[src/logic/cache_pkg.sv]
/*
 * Shared widths, request types and message structs for the blocking cache.
 * Every RTL and testbench file refers to these by scoped name.
 */

package cache_pkg;

  localparam int addr_w         = 32;
  localparam int data_w         = 32;
  localparam int line_w         = 128;
  localparam int opq_w          = 8;
  localparam int words_per_line = line_w / data_w;

  typedef enum logic [2:0] {
    req_read  = 3'd0,
    req_write = 3'd1,
    req_init  = 3'd2 // Write word and mark valid without memory traffic
  } req_type_e;

  // One address word, seen raw or split into line and offsets
  typedef union packed {
    logic [addr_w-1:0] raw;
    struct packed {
      logic [27:0] line_addr; // Tag and index split by cache size
      logic [1:0]  word_off;
      logic [1:0]  byte_off;
    } fields;
  } addr_u;

  // ------------------------------------------------
  // Processor and memory side messages
  // ------------------------------------------------

  typedef struct packed {
    req_type_e         type_;
    logic [opq_w-1:0]  opaque;
    logic [addr_w-1:0] addr;
    logic [data_w-1:0] data;
  } cache_req_t; // 75 bits

  typedef struct packed {
    req_type_e         type_;
    logic [opq_w-1:0]  opaque;
    logic [data_w-1:0] data;
  } cache_resp_t; // 43 bits

  typedef struct packed {
    req_type_e         type_;
    logic [addr_w-1:0] addr; // Line aligned
    logic [line_w-1:0] data;
  } mem_req_t; // 163 bits

  typedef struct packed {
    req_type_e         type_;
    logic [line_w-1:0] data;
  } mem_resp_t; // 131 bits

  // ------------------------------------------------
  // Control unit to datapath and back
  // ------------------------------------------------

  typedef struct packed {
    logic      req_en;       // Capture the incoming request
    logic      resp_en;      // Load the response register
    logic      tag_wen;      // Write tag, set valid, update dirty
    logic      data_ren;     // Load the read data register
    logic      data_wen;     // Write the data array with byte enables
    logic      refill_sel;   // Write data comes from memory line
    logic      evict_en;     // Capture the victim line address
    logic      mem_addr_sel; // 1 selects evict address
    req_type_e mem_req_type;
  } ctrl_t;

  typedef struct packed {
    logic      hit;   // Valid and tag matches
    logic      dirty; // Indexed line valid and modified
    req_type_e req_type;
  } stat_t;

endpackage
[src/logic/blocking_cache.sv]
/*
 * Top level of the direct-mapped write-back cache.
 * Wires the control FSM to the datapath and exposes the strobe ports.
 */

`timescale 1ns/1ps

module blocking_cache #(
  parameter int cache_bytes = 256
) (
  input  logic                   clk,
  input  logic                   rst_n,

  // Processor side
  input  cache_pkg::cache_req_t  cache_req,
  input  logic                   cache_req_val,
  output logic                   busy,
  output cache_pkg::cache_resp_t cache_resp,
  output logic                   cache_resp_val,

  // Memory side, whole lines
  output cache_pkg::mem_req_t    mem_req,
  output logic                   mem_req_val,
  input  cache_pkg::mem_resp_t   mem_resp,
  input  logic                   mem_resp_val
);

  cache_pkg::ctrl_t ctrl;
  cache_pkg::stat_t stat;

  cache_ctrl u_ctrl (
    .clk            (clk),
    .rst_n          (rst_n),
    .cache_req_val  (cache_req_val),
    .mem_resp_val   (mem_resp_val),
    .stat           (stat),
    .ctrl           (ctrl),
    .busy           (busy),
    .cache_resp_val (cache_resp_val),
    .mem_req_val    (mem_req_val)
  );

  cache_dpath #(
    .cache_bytes (cache_bytes)
  ) u_dpath (
    .clk        (clk),
    .rst_n      (rst_n),
    .cache_req  (cache_req),
    .ctrl       (ctrl),
    .mem_resp   (mem_resp),
    .stat       (stat),
    .cache_resp (cache_resp),
    .mem_req    (mem_req)
  );

endmodule

[src/logic/cache_dpath.sv]
/*
 * Cache datapath with request capture, tag/valid/dirty and line arrays, refill
 * merge and message packing. All sequencing comes from the ctrl strobes.
 */

`timescale 1ns/1ps

module cache_dpath #(
  parameter int cache_bytes = 256
) (
  input  logic                   clk,
  input  logic                   rst_n,
  input  cache_pkg::cache_req_t  cache_req,
  input  cache_pkg::ctrl_t       ctrl,
  input  cache_pkg::mem_resp_t   mem_resp,
  output cache_pkg::stat_t       stat,
  output cache_pkg::cache_resp_t cache_resp,
  output cache_pkg::mem_req_t    mem_req
);

  localparam int nblocks    = cache_bytes * 8 / cache_pkg::line_w;
  localparam int idx_w      = $clog2(nblocks);
  localparam int tag_w      = 28 - idx_w; // line_addr bits above the index
  localparam int line_bytes = cache_pkg::line_w / 8;

  // ------------------------------------------------
  // Request capture and address decode
  // ------------------------------------------------

  cache_pkg::cache_req_t req_q;
  cache_pkg::addr_u      req_addr;
  logic [idx_w-1:0]      idx;
  logic [tag_w-1:0]      cur_tag;

  always_ff @(posedge clk) begin
    if (ctrl.req_en) begin
      req_q <= cache_req;
    end
  end

  assign req_addr.raw = req_q.addr;
  assign idx          = req_addr.fields.line_addr[idx_w-1:0];
  assign cur_tag      = req_addr.fields.line_addr[27:idx_w];

  // ------------------------------------------------
  // Arrays
  // ------------------------------------------------

  logic [tag_w-1:0]           tag_array [nblocks];
  logic [cache_pkg::line_w-1:0] data_array [nblocks];
  logic [nblocks-1:0]         valid_q;
  logic [nblocks-1:0]         dirty_q;

  logic [cache_pkg::line_w-1:0] wdata;
  logic [line_bytes-1:0]        byte_en;

  // Word writes go to all four slots and byte enables pick the one
  assign wdata = ctrl.refill_sel ? mem_resp.data
                                 : {cache_pkg::words_per_line{req_q.data}};

  always_comb begin
    if (ctrl.refill_sel) begin
      byte_en = '1; // Whole line from memory
    end else begin
      byte_en = 16'h000f << {req_addr.fields.word_off, 2'b00};
    end
  end

  always_ff @(posedge clk) begin
    if (ctrl.data_wen) begin
      for (int b = 0; b < line_bytes; b++) begin
        if (byte_en[b]) begin
          data_array[idx][b*8 +: 8] <= wdata[b*8 +: 8];
        end
      end
    end
    if (ctrl.tag_wen) begin
      tag_array[idx] <= cur_tag;
    end
  end

  // Refill leaves the line clean while a write or init marks it dirty
  always_ff @(posedge clk or negedge rst_n) begin
    if (!rst_n) begin
      valid_q <= '0;
      dirty_q <= '0;
    end else if (ctrl.tag_wen) begin
      valid_q[idx] <= 1'b1;
      dirty_q[idx] <= !ctrl.refill_sel;
    end
  end

  // Tag check straight off the registered address
  assign stat.hit      = valid_q[idx] && (tag_array[idx] == cur_tag);
  assign stat.dirty    = valid_q[idx] && dirty_q[idx];
  assign stat.req_type = req_q.type_;

  // ------------------------------------------------
  // Read data, evict address, messages
  // ------------------------------------------------

  logic [cache_pkg::line_w-1:0] rdata_q;
  logic [cache_pkg::addr_w-1:0] evict_addr_q;
  cache_pkg::addr_u             evict_addr_d;
  cache_pkg::addr_u             fill_addr;
  logic [cache_pkg::data_w-1:0] rd_word;

  always_ff @(posedge clk) begin
    if (ctrl.data_ren) begin
      rdata_q <= data_array[idx];
    end
  end

  // Victim address is rebuilt from the stored tag
  always_comb begin
    evict_addr_d.fields.line_addr = {tag_array[idx], idx};
    evict_addr_d.fields.word_off  = '0;
    evict_addr_d.fields.byte_off  = '0;
  end

  always_ff @(posedge clk) begin
    if (ctrl.evict_en) begin
      evict_addr_q <= evict_addr_d.raw;
    end
  end

  always_comb begin
    fill_addr                 = req_addr;
    fill_addr.fields.word_off = '0; // Line aligned refill
    fill_addr.fields.byte_off = '0;
  end

  assign mem_req.type_ = ctrl.mem_req_type;
  assign mem_req.addr  = ctrl.mem_addr_sel ? evict_addr_q : fill_addr.raw;
  assign mem_req.data  = rdata_q; // Victim line on evict

  assign rd_word = rdata_q[req_addr.fields.word_off * cache_pkg::data_w +: cache_pkg::data_w];

  // Writes and inits answer with zero data
  always_ff @(posedge clk) begin
    if (ctrl.resp_en) begin
      cache_resp.type_  <= req_q.type_;
      cache_resp.opaque <= req_q.opaque;
      cache_resp.data   <= (req_q.type_ == cache_pkg::req_read) ? rd_word : '0;
    end
  end

endmodule

[src/logic/cache_ctrl.sv]
/*
 * Cache control FSM. Sequences tag check, eviction, refill, access and
 * response from the datapath status, and drives the port strobes.
 */

`timescale 1ns/1ps

module cache_ctrl (
  input  logic              clk,
  input  logic              rst_n,
  input  logic              cache_req_val,
  input  logic              mem_resp_val,
  input  cache_pkg::stat_t  stat,
  output cache_pkg::ctrl_t  ctrl,
  output logic              busy,
  output logic              cache_resp_val,
  output logic              mem_req_val
);

  typedef enum logic [2:0] {
    idle,
    tag_check,
    evict_req,
    evict_wait,
    refill_req,
    refill_wait,
    access,
    resp
  } state_e;

  state_e state;
  state_e state_next;
  logic   is_init;
  logic   is_read;

  assign is_init = (stat.req_type == cache_pkg::req_init);
  assign is_read = (stat.req_type == cache_pkg::req_read);

  // ------------------------------------------------
  // State register
  // ------------------------------------------------

  always_ff @(posedge clk or negedge rst_n) begin
    if (!rst_n) begin
      state <= idle;
    end else begin
      state <= state_next;
    end
  end

  // Next state
  always_comb begin
    state_next = state;
    case (state)
      idle: begin
        if (cache_req_val) begin
          state_next = tag_check;
        end
      end
      tag_check: begin
        if (stat.hit || is_init) begin
          state_next = access;
        end else if (stat.dirty) begin
          state_next = evict_req; // Old line goes back first
        end else begin
          state_next = refill_req;
        end
      end
      evict_req:  state_next = evict_wait;
      evict_wait: begin
        if (mem_resp_val) begin
          state_next = refill_req;
        end
      end
      refill_req: state_next = refill_wait;
      refill_wait: begin
        if (mem_resp_val) begin
          state_next = access;
        end
      end
      access:  state_next = resp;
      resp:    state_next = idle;
      default: state_next = idle;
    endcase
  end

  // ------------------------------------------------
  // Datapath strobes
  // ------------------------------------------------

  always_comb begin
    ctrl              = '0;
    ctrl.mem_req_type = cache_pkg::req_read;
    case (state)
      idle: begin
        ctrl.req_en = cache_req_val; // Accept only while idle
      end
      tag_check: begin
        // Capture victim line and address ahead of the write back
        if (!stat.hit && !is_init && stat.dirty) begin
          ctrl.data_ren = 1'b1;
          ctrl.evict_en = 1'b1;
        end
      end
      evict_req: begin
        ctrl.mem_addr_sel = 1'b1;
        ctrl.mem_req_type = cache_pkg::req_write;
      end
      evict_wait: begin
        ctrl.mem_addr_sel = 1'b1;
        ctrl.mem_req_type = cache_pkg::req_write;
      end
      refill_wait: begin
        // Line is written in the cycle the memory answers
        ctrl.refill_sel = 1'b1;
        ctrl.data_wen   = mem_resp_val;
        ctrl.tag_wen    = mem_resp_val;
      end
      access: begin
        if (is_read) begin
          ctrl.data_ren = 1'b1;
        end else begin
          ctrl.data_wen = 1'b1; // Write and init
          ctrl.tag_wen  = 1'b1;
        end
      end
      resp: begin
        ctrl.resp_en = 1'b1;
      end
      default: begin
        ctrl.req_en = 1'b0;
      end
    endcase
  end

  // ------------------------------------------------
  // Port strobes
  // ------------------------------------------------

  assign busy        = (state != idle); // Drops together with the response pulse
  assign mem_req_val = (state == evict_req) || (state == refill_req);

  // Registered so it lines up with the response register in the datapath
  always_ff @(posedge clk or negedge rst_n) begin
    if (!rst_n) begin
      cache_resp_val <= 1'b0;
    end else begin
      cache_resp_val <= (state == resp);
    end
  end

endmodule

[config.mk]
export PLATFORM = sky130hd
export DESIGN_NAME = blocking_cache
export DESIGN_NICKNAME = d
export VERILOG_FILES = /design/src/logic/cache_pkg.sv /design/src/logic/blocking_cache.sv /design/src/logic/cache_dpath.sv /design/src/logic/cache_ctrl.sv
export SDC_FILE = /design/constraint.sdc
export NUM_CORES = 2
export LEC_CHECK = 0
export BUFFER_PORTS_ARGS = -buffer_cell sky130_fd_sc_hd__buf_2
export CAP_MARGIN = 0
export CORE_ASPECT_RATIO = 0.75
export CORE_MARGIN = 2
export CORE_UTILIZATION = 35
export CTS_CLUSTER_SIZE = 8
export DETAILED_ROUTE_END_ITERATION = 7
export PLACE_DENSITY = 0.49
export SLEW_MARGIN = 25
export SYNTH_ARGS = -nofsm -noshare
export SYNTH_HDL_FRONTEND = slang
export SYNTH_SLANG_ARGS = --single-unit
[constraint.sdc]
create_clock -name clk -period 7 [get_ports clk]
set_clock_uncertainty 0.2 [all_clocks]
set_input_delay 0.7 -clock clk [delete_from_list [all_inputs] [get_ports clk]]
set_output_delay 0.7 -clock clk [all_outputs]
set_load 0.05 [all_outputs]
* Word-level counts from Yosys, hierarchy flattened
Memories as Yosys holds them, arrays and structs flattened. A register that Yosys moved wholly into a read port is not among the register bits.
Index checks and enable logic that the tools add are counted.
** Storage, ports and cells
- Register bits after elaboration :: 182
- Bits in writable memories :: 2432
- Output and inout port bits :: 209
- Memories :: 2
- Logic and storage cells :: 123
** Cells by class
- Reductions and logical operators :: 15
- Shift operators :: 2
- Magnitude comparators :: 2
- Mux-type cells :: 77
- Bitwise logic cells :: 1
- Equal/unequal tests :: 12
** Memories
- u_dpath.data_array :: words 16, width 128, rd ports 1, clocked after Yosys merged registers in 1, write ports 1, line cache_dpath.sv:50 : logic [cache_pkg::line_w-1:0] data_array [nblocks];
- u_dpath.tag_array :: words 16, width 24, rd ports 1, clocked after Yosys merged registers in 1, write ports 1, line cache_dpath.sv:49 : logic [tag_w-1:0] tag_array [nblocks];
** Operators by type and width (count)
- $mux 128 :: 1
- $shiftx 128x8->32 :: 1
- $mux 1 :: 60
- $mux 32 :: 1
- $eq 24x24->1 :: 1
- $pmux 3 s8 :: 1
- $bwmux 16 :: 1
- $mux 16 :: 1
- $or 16x16->16 :: 1
- $shl 4x4->16 const A :: 1
- $mux 3 :: 5
- $eq 3x3->1 const B :: 4
- $eq 3x2->1 const B :: 3
- $bmux 1 s4 :: 2
- $mux 4 :: 2
- $logic_not 3->1 :: 2
- $ne 2x2->1 const B :: 3
- $logic_and 1x1->1 :: 5
- $lt 4x5->1 const B :: 1
- $demux 1 s4 :: 1
- $ge 4x1->1 const B :: 1
- $pmux 1 s2 :: 2
- $eq 3x1->1 const B :: 1
- $logic_not 1->1 :: 3
- other kinds (4) :: 5

* Depth between registers and ports, before layout
- Depth in word-level cells :: 8
- Depth in mapped cells :: 12
- Depth with buffers taken out :: 8

* By module
From an unflattened synthesis, not the netlist that was laid out.
** Second synthesis, totals
- Cell total of the unflattened synthesis :: 4523
- Area total of the unflattened synthesis :: 104883.1 µm²
** Modules (own cells, without submodules)
- cache_dpath :: cells an instance 4482, area an instance 104519.0 µm², times used 1, seq. area each 82078.7 µm²
- cache_ctrl :: cells an instance 41, area an instance 364.1 µm², times used 1, seq. area each 100.1 µm²

* Worst setup path before layout
Ideal clock, no wire load.
- Path kind :: reg-to-reg
- Start :: register (tool-made name)
- End :: register u_dpath.rdata_q[0] (netlist bit) (read register of u_dpath.data_array), enable pin
- Period minus slack after synthesis :: 7166 ps
- Data arrival time :: 6471 ps
- Buffers on the path :: 2
- Cell stages (with the launch flop) :: 9
- Setup slack :: -166 ps
- Library setup time :: 495 ps
- Path through :: dfxtp_1 buf_6 buf_6 mux4_2 mux4_2 xor2_1 nor4_1 a31oi_1 a41o_1
** RTL lines
- end: declaration :: line cache_dpath.sv:102 : logic [cache_pkg::line_w-1:0] rdata_q;

==> flow_summary.yaml <==
detailed_routing:
  routed_wl_mm: 329
  drc: 0
  firstDrtPassIters: 6
  viasPerCell: 5.46
  wire_per_inst_microns: 34.9
  drt_iter0_drc: 5976
  via_count: 51395
  detail-route-antenna-nets: 0
power:
  power_density_mw_per_mm2: 357
  p_leak_nw: 40.1
  vdd_drop_max_uv: 220
critical_path:
  cp-end-kind: "flop"
  setup.worst_path.class: "reg2reg"
  cp.required_ns: 7.29
  cp_max_fo: 37
  arrival_ns: 5.65
  start_kind: "flop"
sta:
  setup_viol: 0
  rsz0062_at_grt: "no"
  fin_crit_sh_pct: 76.6
  worst_pin_slew_ns: 1.09
  setup_tns_ns: 0
  slew_viol_final: 0
  hold_viol_final: 0
  setup_ws_ns: 1.64
  fin_crit_ns: 5.36
  max_freq_mhz: 187
  max_slew_margin_pct: 27.0
floorplan:
  core_sq_mm: 0.297
  die_y_microns: 478
  die-area_sq_mm: 0.304
  start_util_pct: 35.3
  rows: 173
  pin_count: 419
  die_x_microns: 636
clock_tree:
  postCtsSetupBuffers: 0
  cts_tree: "done"
  clock-sinks: 2744
  clkTransAtPathRegs_ns: 0.05
  clock_latency_ns: 0.89
  root_buffer: "clkbuf_16"
  htree_levels: 5
  cts_buffers: 386
  clockBufferDepth: 4
  post_cts_resized: 0
  cts-hold-fix-buffers: 76
finish:
  drive_gt1_share_pct: 34.8
  final-instance-count-excl-fill: 9414
  post-route-util_pct: 41.8
  final_nets: 5567
  syn_to_final_growth_pct: 18.5
yosys:
  yosysTopAreaCellShare_pct: 77.5
  netlist_area_sq_mm: 0.105
  synthTopCellsByArea: "edfxtp_1, mux4_2, nand2_1"
  seq_area_frac_synth_pct: 78.5
  synth_ff_type: "edfxtp_1"
  yosys_warnings: 0
  synth_commonest_cells: "edfxtp_1, mux4_2, nand2_1, clkbuf_1, nor2_1"
  synth_edf_count: 2704
  synth_cell_types: 62
  synth-seq-cells: 2744
  yosysMostFrequentCell: "edfxtp_1"
  syn_avg_cell_area_sq_um: 23.1
  synthCells: 4537
  async_flop_share_pct: 1.31
  synth_largest_area_cell: "edfxtp_1"
placement:
  hpwlAfterDp_mm: 199
  port_buffers: 407
  place_ws_ns: 1.68
  gp_congestion: 0.804
  place_inst: 8825
global_routing:
  antenna_found_initial: 43
  grt_pass1_wl_mm: 446
  top_usage_layer: "met2"
  grt_usage_pct: 21.3
  grt_max_degree: 103
  grt_pass1_vias: 52005
  grtUsageMet1_pct: 29.8
  overflow: 0
  met3_usage_pct: 3.94
  grtUsageMet2_pct: 34.1
outcome:
  status: "finished clean"
min_path:
  worstHoldPathType: "in2async"
run:
  maxCapViolCount: 0
[final cells by class]
cell class / count / area [sq um]
Clock inverter: 17 / 250
Sequential cell: 2744 / 82200
Antenna cell: 51 / 128
Multi-Input combinational cell: 1538 / 22000
Timing Repair Buffer: 659 / 4470
Fill cell: 25934 / 173000
Tap cell: 3937 / 4930
Clock buffer: 440 / 9990
Inverter: 28 / 113
[layout by cell type, fill, tap and decap left out, types with 8 or more instances in the layout]
cell and instances:
a22oi_1 18, mux2_2 47, mux2i_1 68, buf_16 11, mux4_2 749, xor2_1 8
nand2_1 328, nor2_4 64, clkbuf_1 48, xnor2_1 12, edfxtp_1 2704, o21ai_0 23
nor2_1 22, nand3_1 19, dlygate4sd3_1 76, nor2b_1 11, clkbuf_16 392, buf_12 10
buf_4 155, and2_1 34, inv_1 26, diode_2 51, dfrtp_1 36, nand2b_1 23
buf_2 406, a21oi_1 13
[stage by stage]
| step | total power [mW] | area (sq um) | hold slack [ns] |
|---|---|---|---|
| global placement | 27.8 | 113000 | 0.201 |
| finish | 44.3 | 124000 | 0.147 |
| floorplan | 24.7 | 105000 | 0.200 |
| CTS | 44.6 | 124000 | 0.204 |
| detailed placement | 28.0 | 113000 | 0.206 |
| global route | 45.7 | 124000 | 0.148 |
[flip-flops by register name (all words and copies together), names as in the netlist, named ones only]
register	cells
u_ctrl.cache_resp_val	1
u_ctrl.state	3
u_dpath.cache_resp	43
u_dpath.data_array	2048
u_dpath.dirty_q	16
u_dpath.evict_addr_q	28
u_dpath.rdata_q	128
u_dpath.req_addr	30
u_dpath.req_q	40
u_dpath.stat	3
u_dpath.tag_array	384
u_dpath.valid_q	16
[path summary, 6_finish.rpt]
kind / from / endpoint / slack (ns) / cells past startpoint
setup / recovery: flop / u_dpath.rdata_q[18] / 1.64 / 10
hold / removal: rst_n / u_ctrl.cache_resp_val / 0.15 / 2
setup reg to reg: flop / u_dpath.rdata_q[18] / 1.64 / 10
hold reg to reg: u_dpath.req_q[69] / u_dpath.cache_resp[37] / 0.22 / 0
max in group asynchronous: rst_n / u_dpath.valid_q[1] / 6.00 / 2
min in group clk: u_dpath.req_q[69] / u_dpath.cache_resp[37] / 0.22 / 0
[power breakdown]
part	switching [mW]	total, mW	internal, mW
registers	0.517	21.2	20.6
logic	5.07	6.63	1.56
clock network	6.62	16.5	9.91
total	12.2	44.3	32.1
[metal layers]
metal  wire (microns)  share of wire, %  vias up
met2           158000                48     1861
met3            20300               6.2      474
li1                 -                 -    20627
met4             8970               2.7        6
met1           141000                43    28427
met5               36             0.011        -
[kinds of logic (layout without fill, tap and decap cells)]
family | count (synthesis) | in the layout | synth area share, %
buf+inv | 260 | 1144 | 1.13
mux | 869 | 869 | 17.4
compound gates | 91 | 91 | 0.587
other cells | 1 | 57 | 0.00358
xor+xnor | 20 | 20 | 0.167
simple gates | 552 | 552 | 2.28
flops | 2744 | 2744 | 78.5
[critical path, stage by stage, from the launching register on]
cell and delay, ns:
dfxtp_4 0.83, buf_4 0.41, mux4_2 0.56, nor3b_1 0.21, nor4_1 0.09, o211ai_1 0.22
nand4_1 0.34, nor4_2 0.90, a31oi_4 0.18, a41o_4 0.45, buf_4 0.41
Note: power is estimated with default switching activity, not from simulation.
